$ cat config.mk
export PLATFORM = sky130hd
export DESIGN_NAME = synth_top
export DESIGN_NICKNAME = d
export VERILOG_FILES = /design/src/logic/synth_pkg.sv /design/src/logic/synth_top.sv /design/src/logic/sigma_delta_dac.sv /design/src/logic/pulse_gen.sv /design/src/logic/sample_timer.sv /design/src/logic/midi_decoder.sv
export SDC_FILE = /design/constraint.sdc
export NUM_CORES = 1
export LEC_CHECK = 0
export ABC_AREA = 1
export BUFFER_PORTS_ARGS = -buffer_cell sky130_fd_sc_hd__clkbuf_2
export CAP_MARGIN = 20
export CORE_MARGIN = 2
export CORE_UTILIZATION = 60
export CTS_CLUSTER_DIAMETER = 40
export DETAILED_ROUTE_END_ITERATION = 10
export PLACE_DENSITY = 0.78
export SETUP_SLACK_MARGIN = 0.3
export SYNTH_ARGS = -nofsm -noshare
export SYNTH_HDL_FRONTEND = slang
export SYNTH_SLANG_ARGS = --single-unit
$ cat constraint.sdc
create_clock -name clk -period 5.4 [get_ports clk]
set_input_delay 0.27 -clock clk [delete_from_list [all_inputs] [get_ports clk]]
set_output_delay 0.27 -clock clk [all_outputs]
set_load 0.005 [all_outputs]
$ cat src/logic/synth_pkg.sv
package synth_pkg;

    // ------------------------------------------------------------------------
    // MIDI field widths
    // ------------------------------------------------------------------------
    localparam int MIDI_BYTE_W = 8;
    localparam int MIDI_DATA_W = 7;
    localparam int MIDI_CHAN_W = 4;
    localparam int MIDI_CMD_W  = 3;

    typedef logic [MIDI_BYTE_W-1:0] midi_byte_t;
    typedef logic [MIDI_DATA_W-1:0] midi_data_t;
    typedef logic [MIDI_CHAN_W-1:0] midi_chan_t;
    // Bits 6..4 of the status byte
    typedef logic [MIDI_CMD_W-1:0]  midi_cmd_t;

    // Channel commands we care about
    localparam midi_cmd_t CMD_NOTE_OFF      = 3'd0;
    localparam midi_cmd_t CMD_NOTE_ON       = 3'd1;
    // Commands carrying a single data byte
    localparam midi_cmd_t CMD_PROG_CHANGE   = 3'd4;
    localparam midi_cmd_t CMD_CHAN_PRESSURE = 3'd5;

    // Voice to channel mapping
    localparam midi_chan_t LEFT_CHAN  = 4'd0;
    localparam midi_chan_t RIGHT_CHAN = 4'd1;
    localparam int         NUM_VOICES = 2;

    // ------------------------------------------------------------------------
    // Audio path
    // ------------------------------------------------------------------------
    localparam int SAMPLE_W = 18;
    typedef logic signed [SAMPLE_W-1:0] sample_t;

    // Clocks per sample and phase of the right strobe
    localparam int SAMPLE_PERIOD = 32;
    localparam int RIGHT_OFFSET  = 16;
    localparam int SAMPLE_CNT_W  = $clog2(SAMPLE_PERIOD);
    typedef logic [SAMPLE_CNT_W-1:0] sample_cnt_t;

    // Velocity to amplitude, 127 << 10 still positive in sample_t
    localparam int AMP_SHIFT = 10;

    // Half period in samples is HALF_BASE minus the note, up to 128
    localparam int HALF_BASE = 1 << MIDI_DATA_W;
    typedef logic [MIDI_DATA_W:0] step_t;

endpackage
$ cat src/logic/synth_top.sv
module synth_top (
    input  logic                  clk,
    input  logic                  reset,
    input  logic                  byte_valid,
    input  synth_pkg::midi_byte_t byte_data,
    output synth_pkg::sample_t    left_sample,
    output synth_pkg::sample_t    right_sample,
    output logic                  left_valid,
    output logic                  right_valid,
    output logic                  dac_left,
    output logic                  dac_right
);
    import synth_pkg::*;

    // Decoded message
    logic       midi_rdy;
    midi_cmd_t  midi_cmd;
    midi_chan_t midi_chan;
    midi_data_t midi_data0;
    midi_data_t midi_data1;

    // Sample phase strobes
    logic       gen_left_sample;
    logic       gen_right_sample;

    // ------------------------------------------------------------------------
    // MIDI byte stream to messages
    // ------------------------------------------------------------------------
    midi_decoder midi_decoder_i (
        .clk        (clk),
        .reset      (reset),
        .byte_valid (byte_valid),
        .byte_data  (byte_data),
        .midi_rdy   (midi_rdy),
        .midi_cmd   (midi_cmd),
        .midi_chan  (midi_chan),
        .midi_data0 (midi_data0),
        .midi_data1 (midi_data1)
    );

    sample_timer sample_timer_i (
        .clk              (clk),
        .reset            (reset),
        .gen_left_sample  (gen_left_sample),
        .gen_right_sample (gen_right_sample)
    );

    // Two voices
    pulse_gen pulse_gen_i (
        .clk              (clk),
        .reset            (reset),
        .gen_left_sample  (gen_left_sample),
        .gen_right_sample (gen_right_sample),
        .midi_rdy         (midi_rdy),
        .midi_cmd         (midi_cmd),
        .midi_chan        (midi_chan),
        .midi_data0       (midi_data0),
        .midi_data1       (midi_data1),
        .left_sample      (left_sample),
        .right_sample     (right_sample),
        .left_valid       (left_valid),
        .right_valid      (right_valid)
    );

    // ------------------------------------------------------------------------
    // One bit DACs
    // ------------------------------------------------------------------------
    sigma_delta_dac left_dac_i (
        .clk   (clk),
        .reset (reset),
        .din   (left_sample),
        .dout  (dac_left)
    );

    sigma_delta_dac right_dac_i (
        .clk   (clk),
        .reset (reset),
        .din   (right_sample),
        .dout  (dac_right)
    );

endmodule

$ cat src/logic/sigma_delta_dac.sv
module sigma_delta_dac (
    input  logic               clk,
    input  logic               reset,
    input  synth_pkg::sample_t din,
    output logic               dout
);
    import synth_pkg::*;

    // Offset binary, mid scale for a zero sample
    logic [SAMPLE_W-1:0] din_offset;
    logic [SAMPLE_W-1:0] acc;
    // One extra bit for the carry
    logic [SAMPLE_W:0]   sum;

    // Flip the sign bit to go from two's complement to unsigned
    assign din_offset = {~din[SAMPLE_W-1], din[SAMPLE_W-2:0]};
    assign sum        = {1'b0, acc} + {1'b0, din_offset};

    // ------------------------------------------------------------------------
    // First order modulator
    // ------------------------------------------------------------------------
    always_ff @(posedge clk) begin
        if (reset) begin
            acc  <= '0;
            dout <= 1'b0;
        end else begin
            // Remainder stays in the accumulator
            acc  <= sum[SAMPLE_W-1:0];
            // Carry out is the density bit
            dout <= sum[SAMPLE_W];
        end
    end

endmodule

$ cat src/logic/pulse_gen.sv
module pulse_gen (
    input  logic                  clk,
    input  logic                  reset,
    input  logic                  gen_left_sample,
    input  logic                  gen_right_sample,
    input  logic                  midi_rdy,
    input  synth_pkg::midi_cmd_t  midi_cmd,
    input  synth_pkg::midi_chan_t midi_chan,
    input  synth_pkg::midi_data_t midi_data0,
    input  synth_pkg::midi_data_t midi_data1,
    output synth_pkg::sample_t    left_sample,
    output synth_pkg::sample_t    right_sample,
    output logic                  left_valid,
    output logic                  right_valid
);
    import synth_pkg::*;

    // Voice state, index 0 is left, 1 is right
    logic       active   [NUM_VOICES];
    midi_data_t note     [NUM_VOICES];
    sample_t    amp      [NUM_VOICES];
    // High while the wave sits at +amp
    logic       pol_pos  [NUM_VOICES];
    step_t      step     [NUM_VOICES];

    // Per voice strobe and message select
    logic       strobe   [NUM_VOICES];
    logic       hit      [NUM_VOICES];

    step_t      half     [NUM_VOICES];
    step_t      step_inc [NUM_VOICES];
    sample_t    wave     [NUM_VOICES];

    // Output registers
    sample_t    sample_q [NUM_VOICES];
    logic       valid_q  [NUM_VOICES];

    logic       note_on;
    logic       note_off;

    assign strobe[0] = gen_left_sample;
    assign strobe[1] = gen_right_sample;

    // Only place the channel is looked at
    assign hit[0] = midi_rdy && (midi_chan == LEFT_CHAN);
    assign hit[1] = midi_rdy && (midi_chan == RIGHT_CHAN);

    // Velocity 0 note-on counts as note-off
    assign note_on  = (midi_cmd == CMD_NOTE_ON) && (midi_data1 != '0);
    assign note_off = (midi_cmd == CMD_NOTE_OFF) ||
                      ((midi_cmd == CMD_NOTE_ON) && (midi_data1 == '0));

    // ------------------------------------------------------------------------
    // Square wave value and phase step
    // ------------------------------------------------------------------------
    always_comb begin
        for (int v = 0; v < NUM_VOICES; v++) begin
            // Higher note, shorter half period
            half[v]     = step_t'(HALF_BASE) - step_t'(note[v]);
            step_inc[v] = step[v] + 1'b1;
            if (!active[v]) begin
                wave[v] = '0;
            end else if (pol_pos[v]) begin
                wave[v] = amp[v];
            end else begin
                wave[v] = -amp[v];
            end
        end
    end

    // ------------------------------------------------------------------------
    // Voice control
    // ------------------------------------------------------------------------
    always_ff @(posedge clk) begin
        if (reset) begin
            for (int v = 0; v < NUM_VOICES; v++) begin
                active[v]  <= 1'b0;
                pol_pos[v] <= 1'b1;
                step[v]    <= '0;
            end
        end else begin
            for (int v = 0; v < NUM_VOICES; v++) begin
                // Advance phase after emitting the current sample
                if (strobe[v] && active[v]) begin
                    if (step_inc[v] == half[v]) begin
                        pol_pos[v] <= !pol_pos[v];
                        step[v]    <= '0;
                    end else begin
                        step[v] <= step_inc[v];
                    end
                end
                // A message on the same edge overrides the phase update
                if (hit[v] && note_on) begin
                    active[v]  <= 1'b1;
                    pol_pos[v] <= 1'b1;
                    step[v]    <= '0;
                end else if (hit[v] && note_off && active[v] && midi_data0 == note[v]) begin
                    active[v] <= 1'b0;
                end
            end
        end
    end

    // Note and amplitude, meaningful only while active
    always_ff @(posedge clk) begin
        for (int v = 0; v < NUM_VOICES; v++) begin
            if (hit[v] && note_on) begin
                note[v] <= midi_data0;
                amp[v]  <= sample_t'(midi_data1) << AMP_SHIFT;
            end
        end
    end

    // ------------------------------------------------------------------------
    // Sample output, one cycle after the strobe
    // ------------------------------------------------------------------------
    always_ff @(posedge clk) begin
        if (reset) begin
            for (int v = 0; v < NUM_VOICES; v++) begin
                sample_q[v] <= '0;
                valid_q[v]  <= 1'b0;
            end
        end else begin
            for (int v = 0; v < NUM_VOICES; v++) begin
                valid_q[v] <= strobe[v];
                if (strobe[v]) begin
                    sample_q[v] <= wave[v];
                end
            end
        end
    end

    assign left_sample  = sample_q[0];
    assign right_sample = sample_q[1];
    assign left_valid   = valid_q[0];
    assign right_valid  = valid_q[1];

endmodule

$ cat src/logic/sample_timer.sv
module sample_timer (
    input  logic clk,
    input  logic reset,
    output logic gen_left_sample,
    output logic gen_right_sample
);
    import synth_pkg::*;

    // Position inside the sample period
    sample_cnt_t count;

    // ------------------------------------------------------------------------
    // Modulo SAMPLE_PERIOD counter
    // ------------------------------------------------------------------------
    always_ff @(posedge clk) begin
        if (reset) begin
            count <= '0;
        end else if (count == sample_cnt_t'(SAMPLE_PERIOD - 1)) begin
            count <= '0;
        end else begin
            count <= count + 1'b1;
        end
    end

    // Left on phase 0, right half a period later
    assign gen_left_sample  = count == '0;
    assign gen_right_sample = count == sample_cnt_t'(RIGHT_OFFSET);

endmodule

$ cat src/logic/midi_decoder.sv
module midi_decoder (
    input  logic                  clk,
    input  logic                  reset,
    input  logic                  byte_valid,
    input  synth_pkg::midi_byte_t byte_data,
    output logic                  midi_rdy,
    output synth_pkg::midi_cmd_t  midi_cmd,
    output synth_pkg::midi_chan_t midi_chan,
    output synth_pkg::midi_data_t midi_data0,
    output synth_pkg::midi_data_t midi_data1
);
    import synth_pkg::*;

    // WAIT_STATUS only after reset, running status keeps us in the data states
    typedef enum logic [1:0] {
        WAIT_STATUS,
        WAIT_DATA0,
        WAIT_DATA1
    } state_t;

    state_t     state;

    // Running status
    midi_cmd_t  status_cmd;
    midi_chan_t status_chan;
    // First data byte of a two byte message
    midi_data_t data0_q;

    logic is_system;
    logic is_status;
    logic is_data;
    logic one_byte_cmd;

    // ------------------------------------------------------------------------
    // Byte classification
    // ------------------------------------------------------------------------
    // 0xF0..0xFF, realtime and common system bytes
    assign is_system    = byte_data[7:4] == 4'hF;
    // Channel status 0x80..0xEF
    assign is_status    = byte_valid && byte_data[7] && !is_system;
    assign is_data      = byte_valid && !byte_data[7];
    // Program change and channel pressure carry one data byte
    assign one_byte_cmd = (status_cmd == CMD_PROG_CHANGE) ||
                          (status_cmd == CMD_CHAN_PRESSURE);

    // ------------------------------------------------------------------------
    // Control FSM
    // ------------------------------------------------------------------------
    always_ff @(posedge clk) begin
        if (reset) begin
            state    <= WAIT_STATUS;
            midi_rdy <= 1'b0;
        end else begin
            midi_rdy <= 1'b0;
            if (is_status) begin
                // New status restarts the message
                state <= WAIT_DATA0;
            end else if (is_data) begin
                case (state)
                    WAIT_STATUS: begin
                        // Stray data, no status yet
                        state <= WAIT_STATUS;
                    end
                    WAIT_DATA0: begin
                        if (one_byte_cmd) begin
                            midi_rdy <= 1'b1;
                        end else begin
                            state <= WAIT_DATA1;
                        end
                    end
                    WAIT_DATA1: begin
                        midi_rdy <= 1'b1;
                        // Stay ready for running status
                        state    <= WAIT_DATA0;
                    end
                    default: begin
                        state <= WAIT_STATUS;
                    end
                endcase
            end
            // System bytes fall through, state untouched
        end
    end

    // ------------------------------------------------------------------------
    // Message payload
    // ------------------------------------------------------------------------
    always_ff @(posedge clk) begin
        if (is_status) begin
            status_cmd  <= byte_data[6:4];
            status_chan <= byte_data[3:0];
        end
        if (is_data && state == WAIT_DATA0) begin
            data0_q <= byte_data[6:0];
            if (one_byte_cmd) begin
                midi_cmd   <= status_cmd;
                midi_chan  <= status_chan;
                midi_data0 <= byte_data[6:0];
                midi_data1 <= '0;
            end
        end
        // Output fields frozen apart from status regs while rdy is high
        if (is_data && state == WAIT_DATA1) begin
            midi_cmd   <= status_cmd;
            midi_chan  <= status_chan;
            midi_data0 <= data0_q;
            midi_data1 <= byte_data[6:0];
        end
    end

endmodule

Word level (Yosys, flattened, before mapping)
Memory sizes are Yosys's and may differ from the RTL's.
Index checks and enable logic that the tools add are counted.

operators by class
  add/sub/neg operators = 9
  equality and inequality tests = 15
  mux-type cells = 87
  bitwise gates (word level) = 21
  reductions and logical operators = 41

operators by type and width
  kind                 number
  $mux 18              6
  $mux 1               58
  $mux 7               8
  $mux 8               6
  $add 18x18->19       2
  $neg 18->18          2
  $logic_and 1x1->1    19
  $or 1x1->1           18
  $add 8x1->8 const B  2
  $eq 8x8->1           2
  $sub 8x7->8 const A  2
  $eq 7x7->1           2
  $reduce_or 7->1      2
  $mux 4               3
  $eq 5x5->1 const B   2
  $mux 3               3
  $logic_not 7->1      1
  $reduce_bool 7->1    1
  $eq 3x3->1 const B   2
  $reduce_and 2->1     3
  $reduce_bool 2->1    3
  $add 5x1->5 const B  1
  $logic_not 5->1      1
  $eq 4x1->1 const B   1
  16 further kinds     23

word-level totals
  flip-flop bits (word level) = 81
  memory bits (writable) = 86
  input port bits = 11
  output and inout bits = 40
  word-level logic and storage cells = 195
  memories = 7

memories
  memory                depth  bits a word  read ports  clocked after Yosys merged registers in  wr ports  line             text
  pulse_gen_i.sample_q  2      18           2           0                                        2         pulse_gen.sv:35  sample_t sample_q [NUM_VOICES];
  pulse_gen_i.step      2      8            2           0                                        2         pulse_gen.sv:24  step_t step [NUM_VOICES];
  pulse_gen_i.amp       2      7            2           0                                        1         pulse_gen.sv:21  sample_t amp [NUM_VOICES];
  pulse_gen_i.note      2      7            2           0                                        1         pulse_gen.sv:20  midi_data_t note [NUM_VOICES];
  pulse_gen_i.active    2      1            2           0                                        2         pulse_gen.sv:19  logic active [NUM_VOICES];
  pulse_gen_i.pol_pos   2      1            2           0                                        2         pulse_gen.sv:23  logic pol_pos [NUM_VOICES];
  1 more memories       --     --           --          --                                       --        --

Depth between registers and ports, before layout
  depth in word-level cells = 11
  mapped depth = 16
  mapped depth without buffers = 16

Hierarchy
Synthesis repeated with hierarchy kept, for this count alone.

unflattened totals
  cell total of the unflattened synthesis = 1051
  area, all modules = 8535.7 um2

by module, submodules not included
  module           instances  cells an instance  area an instance (um2)
  pulse_gen        1          435                3799.9
  sigma_delta_dac  2          242                1514.0
  midi_decoder     1          99                 1467.7
  sample_timer     1          33                 240.2

Worst setup path after synthesis
Ideal clock, no wire load.

  path type = register to register
  start = register midi_decoder_i.midi_chan[0]
  end = memory pulse_gen_i.step[0][0] (netlist bit), enable pin
  setup time = 0.384 ns
  arrival time = 1.992 ns
  path slack = 3.023 ns
  stages on the path, launching flop included = 8
  period minus slack after synthesis = 2.377 ns
  path through = edfxtp_1 -> nor4_1 -> inv_1 -> nor2_1 -> inv_1 -> nand2_1 -> inv_1 -> o21ai_0

RTL lines
  what                      line                 text
  start: declaration        midi_decoder.sv:8    output synth_pkg::midi_chan_t midi_chan,
  start signal: assignment  midi_decoder.sv:97   midi_chan <= status_chan;
  start signal: assignment  midi_decoder.sv:105  midi_chan <= status_chan;
  end: declaration          pulse_gen.sv:24

==> results.toml <==
[logic_synthesis]
synth-edff-count = 97
ys_seq_area_share_pct = 54.3
async_flop_share_pct = 0
synth-main-ff-cell = "edfxtp_1"
syn_avg_cell_area_um2 = 9.26
synth_cells = 698
synth.area.top_cells = "edfxtp_1 (45%), dfxtp_1 (9.3%), nand2_1 (7.0%)"
synth.top_cells.by_count = "nand2_1 (121), nor2_1 (103), inv_1 (102)"
synth.distinct_cells = 37
synth_top_cell_by_area = "edfxtp_1"
yosysMostFrequentCell = "nand2_1"
yosys_register_bits = 127
synth_area_um2 = 6460
yosys_warnings = 0
yosysTopAreaCellShare_pct = 45.1

[timing]
hold_viol = 0
fin_crit_ns = 2.52
fin_skew_ns = 0.00767
finalSetupViolations = 0
worstMarginPinSlew_ns = 1.13
fmax_ghz = 0.397
grt_setup_unrepaired = "no"
slew_headroom_pct = 24.2
tns_ns = 0
fin_crit_sh_pct = 46.7
setup_ws_ns = 2.88
maxSlewViolCount = 0

[floorplan]
dieWidth_um = 108
io_pins = 51
dieArea_um2 = 11600
initial_utilization_pct = 62.1
chipHeight_um = 108
num_rows = 37
core_um2 = 10400

[routing]
routed_wire_length_per_instance_um = 14.2
avgViaCountPerCell = 5.43
routed_wl_um = 12800
vias = 4883
drc_errors = 0
antenna_left = 0
drt-initial-drc-count = 448
drt_first_pass_iters = 8

[pwr]
ir_drop_uv = 215
power_density_nw_per_um2 = 324
total_power_uw = 2380
leakagePower_uw = 0.00325

[setup_path]
cp_num_buf_inv = 1
worstReg2RegEnd = "pulse_gen_i.step[0][4]$_SDFFCE_PP0P_"
crit_fanout = 10
setup.worst_path.class = "register to register"
timing.critical_path.cells = "inv_1 > ha_1 > nand2_1 > nor2_1 > nand3_2 > o21ai_0"
r2r_setup_slack_ns = 2.88
cp_slowest_cell = "o21ai_0"
end_kind = "register"
cp.required_ns = 5.53
r2r_start = "sample_timer_i.count[0]$_SDFF_PP0_"
cp_top_family = "compound AO/OA/AOI/OAI gates"
worstPathArrival_ns = 2.65
startpoint_type = "register"
crit_start = "sample_timer_i.count[0]$_SDFF_PP0_"
r2r_cells = 6
crit_path_max_incr_delay_ns = 0.97

[clocking]
clock_latency_ns = 0.52
cts_setup_buffers = 0
path_clk_slew_ns = 0.06
cts_max_path_buffers = 2
cts_buffers = 17
cts_sinks = 127
htreeDepth = 4
cts_root_buf = "clkbuf_8"
cts-resized-gates = 0
ctsHoldBuffers = 7
cts_tree = "yes"

[cells_and_area]
area_growth_pct = 13.8
multi_input_area_um2 = 2460
regArea_um2 = 3510
fin_nets = 791
diodes = 0
fill_cells = 736
drive_above_1_share_pct = 12.7
final_area_um2 = 7360
utilization_pct = 70.6

[global_routing]
grt_pass1_wl_um = 20900
grt_max_degree = 23
grt_pass1_vias = 4663
grt-ovfl-total = 0
grt_use_total_pct = 23.4
grt_antenna_before_repair = 0

[run_status]
outcome = "complete, no violations"

[hold_path]
hold_class = "input port to register"
holdPathStages = 4
hold_end = "midi_decoder_i.state[1]$_SDFFE_PP0P_"
worstHoldStart = "byte_data[7]"

[place]
hpwl_um = 9140
dp_worst_setup_slack_ns = 2.60
io_buffers = 30
gp_congestion = 0.883
dpl-instance-area_um2 = 6710

[run]
drv_cap = 0
-- worst register-to-register path: stages (launching register included) --
cell and delay (ns):
dfxtp_1 0.33, inv_1 0.06, ha_1 0.14, nand2_1 0.05
nor2_1 0.30, nand3_2 0.29, o21ai_0 0.97
-- how the worst max path moves through the flow --
stage / endpoint / slack [ns] / cells past startpoint
2_1_floorplan: pulse_gen_i.step[0][0]$_SDFFCE_PP0P_ / 3.02 / 7
3_3_place_gp: pulse_gen_i.step[0][3]$_SDFFCE_PP0P_ / 2.72 / 4
3_5_place_dp: pulse_gen_i.step[0][4]$_SDFFCE_PP0P_ / 2.60 / 4
4_1_cts: pulse_gen_i.step[0][4]$_SDFFCE_PP0P_ / 2.94 / 6
5_1_grt: pulse_gen_i.step[0][4]$_SDFFCE_PP0P_ / 2.77 / 6
6_report: pulse_gen_i.step[0][4]$_SDFFCE_PP0P_ / 2.88 / 6
-- state kept, by name, summed over array words and instances (netlist names), 2 cells and up --
register	flops
pulse_gen_i.sample_q	16
pulse_gen_i.step	16
pulse_gen_i.amp	14
pulse_gen_i.note	14
left_dac_i.acc	8
right_dac_i.acc	8
midi_decoder_i.data0_q	7
midi_decoder_i.midi_data0	7
midi_decoder_i.midi_data1	7
sample_timer_i.count	5
midi_decoder_i.midi_chan	4
midi_decoder_i.status_chan	4
midi_decoder_i.midi_cmd	3
midi_decoder_i.status_cmd	3
midi_decoder_i.state	2
pulse_gen_i.active	2
pulse_gen_i.pol_pos	2
pulse_gen_i.valid_q	2
-- metrics by stage --
| stage | hold slack [ns] | instances |
|---|---|---|
| 3_5_place_dp | 0.405 | 861 |
| 2_1_floorplan | 0.346 | 717 |
| 4_1_cts | 0.113 | 900 |
| 5_1_grt | 0.131 | 900 |
| 6_report | 0.133 | 900 |
| 3_3_place_gp | 0.403 | 861 |
-- placed cells by master, fill, tap and decap left out, drive strengths merged --
cell type	count
a211oi	2
a21boi	1
a21o	1
a21oi	38
a221oi	1
buf	3
clkbuf	56
clkinv	3
conb	20
dfxtp	30
dlygate4sd3	7
edfxtp	97
fa	2
ha	27
inv	107
nand2	133
nand3	45
nand3b	2
nand4	10
nor2	110
nor3	6
nor3b	2
nor4	5
o2111ai	1
o211ai	2
o21ai	29
o21bai	3
o22ai	1
o311ai	1
or2	2
xnor2	7
xor2	10
-- area by class of cell --
type	count	share of cell area [%]
Clock buffer	26	7.36
Clock inverter	6	0.544
Inverter	104	5.31
Multi-Input combinational cell	461	33.4
Sequential cell	127	47.7
Tap cell	136	2.31
Timing Repair Buffer	40	3.30
-- report_power, final --
group	total, µW	internal (µW)	leakage [µW]	switching, µW
registers	1120	1100	0.00118	25.6
logic	175	66.3	0.00177	109
clock network	1080	685	0.000292	399
total	2380	1850	0.00325	534
-- layer usage --
| metal | vias to the layer above | track usage, % | part of all wire (%) |
|---|---|---|---|
| li1 | 2382 | - | - |
| met1 | 2278 | 28.1 | 42 |
| met3 | 33 | 5.87 | 5.7 |
| met5 | - | 0 | 0 |
| met2 | 190 | 40.3 | 50 |
| met4 | 0 | 9.80 | 2.3 |
-- logic make-up after synthesis --
family                   share of synthesized area, %
flip-flops                                       54.3
AO/OA/AOI/OAI                                    6.91
buffers and inverters                            8.71
AND/OR/NAND/NOR                                  21.8
XOR/XNOR                                         2.30
adder cells (fa/ha/maj)                          5.84
other                                          0.0580
Power figures use the tool's default switching activity.
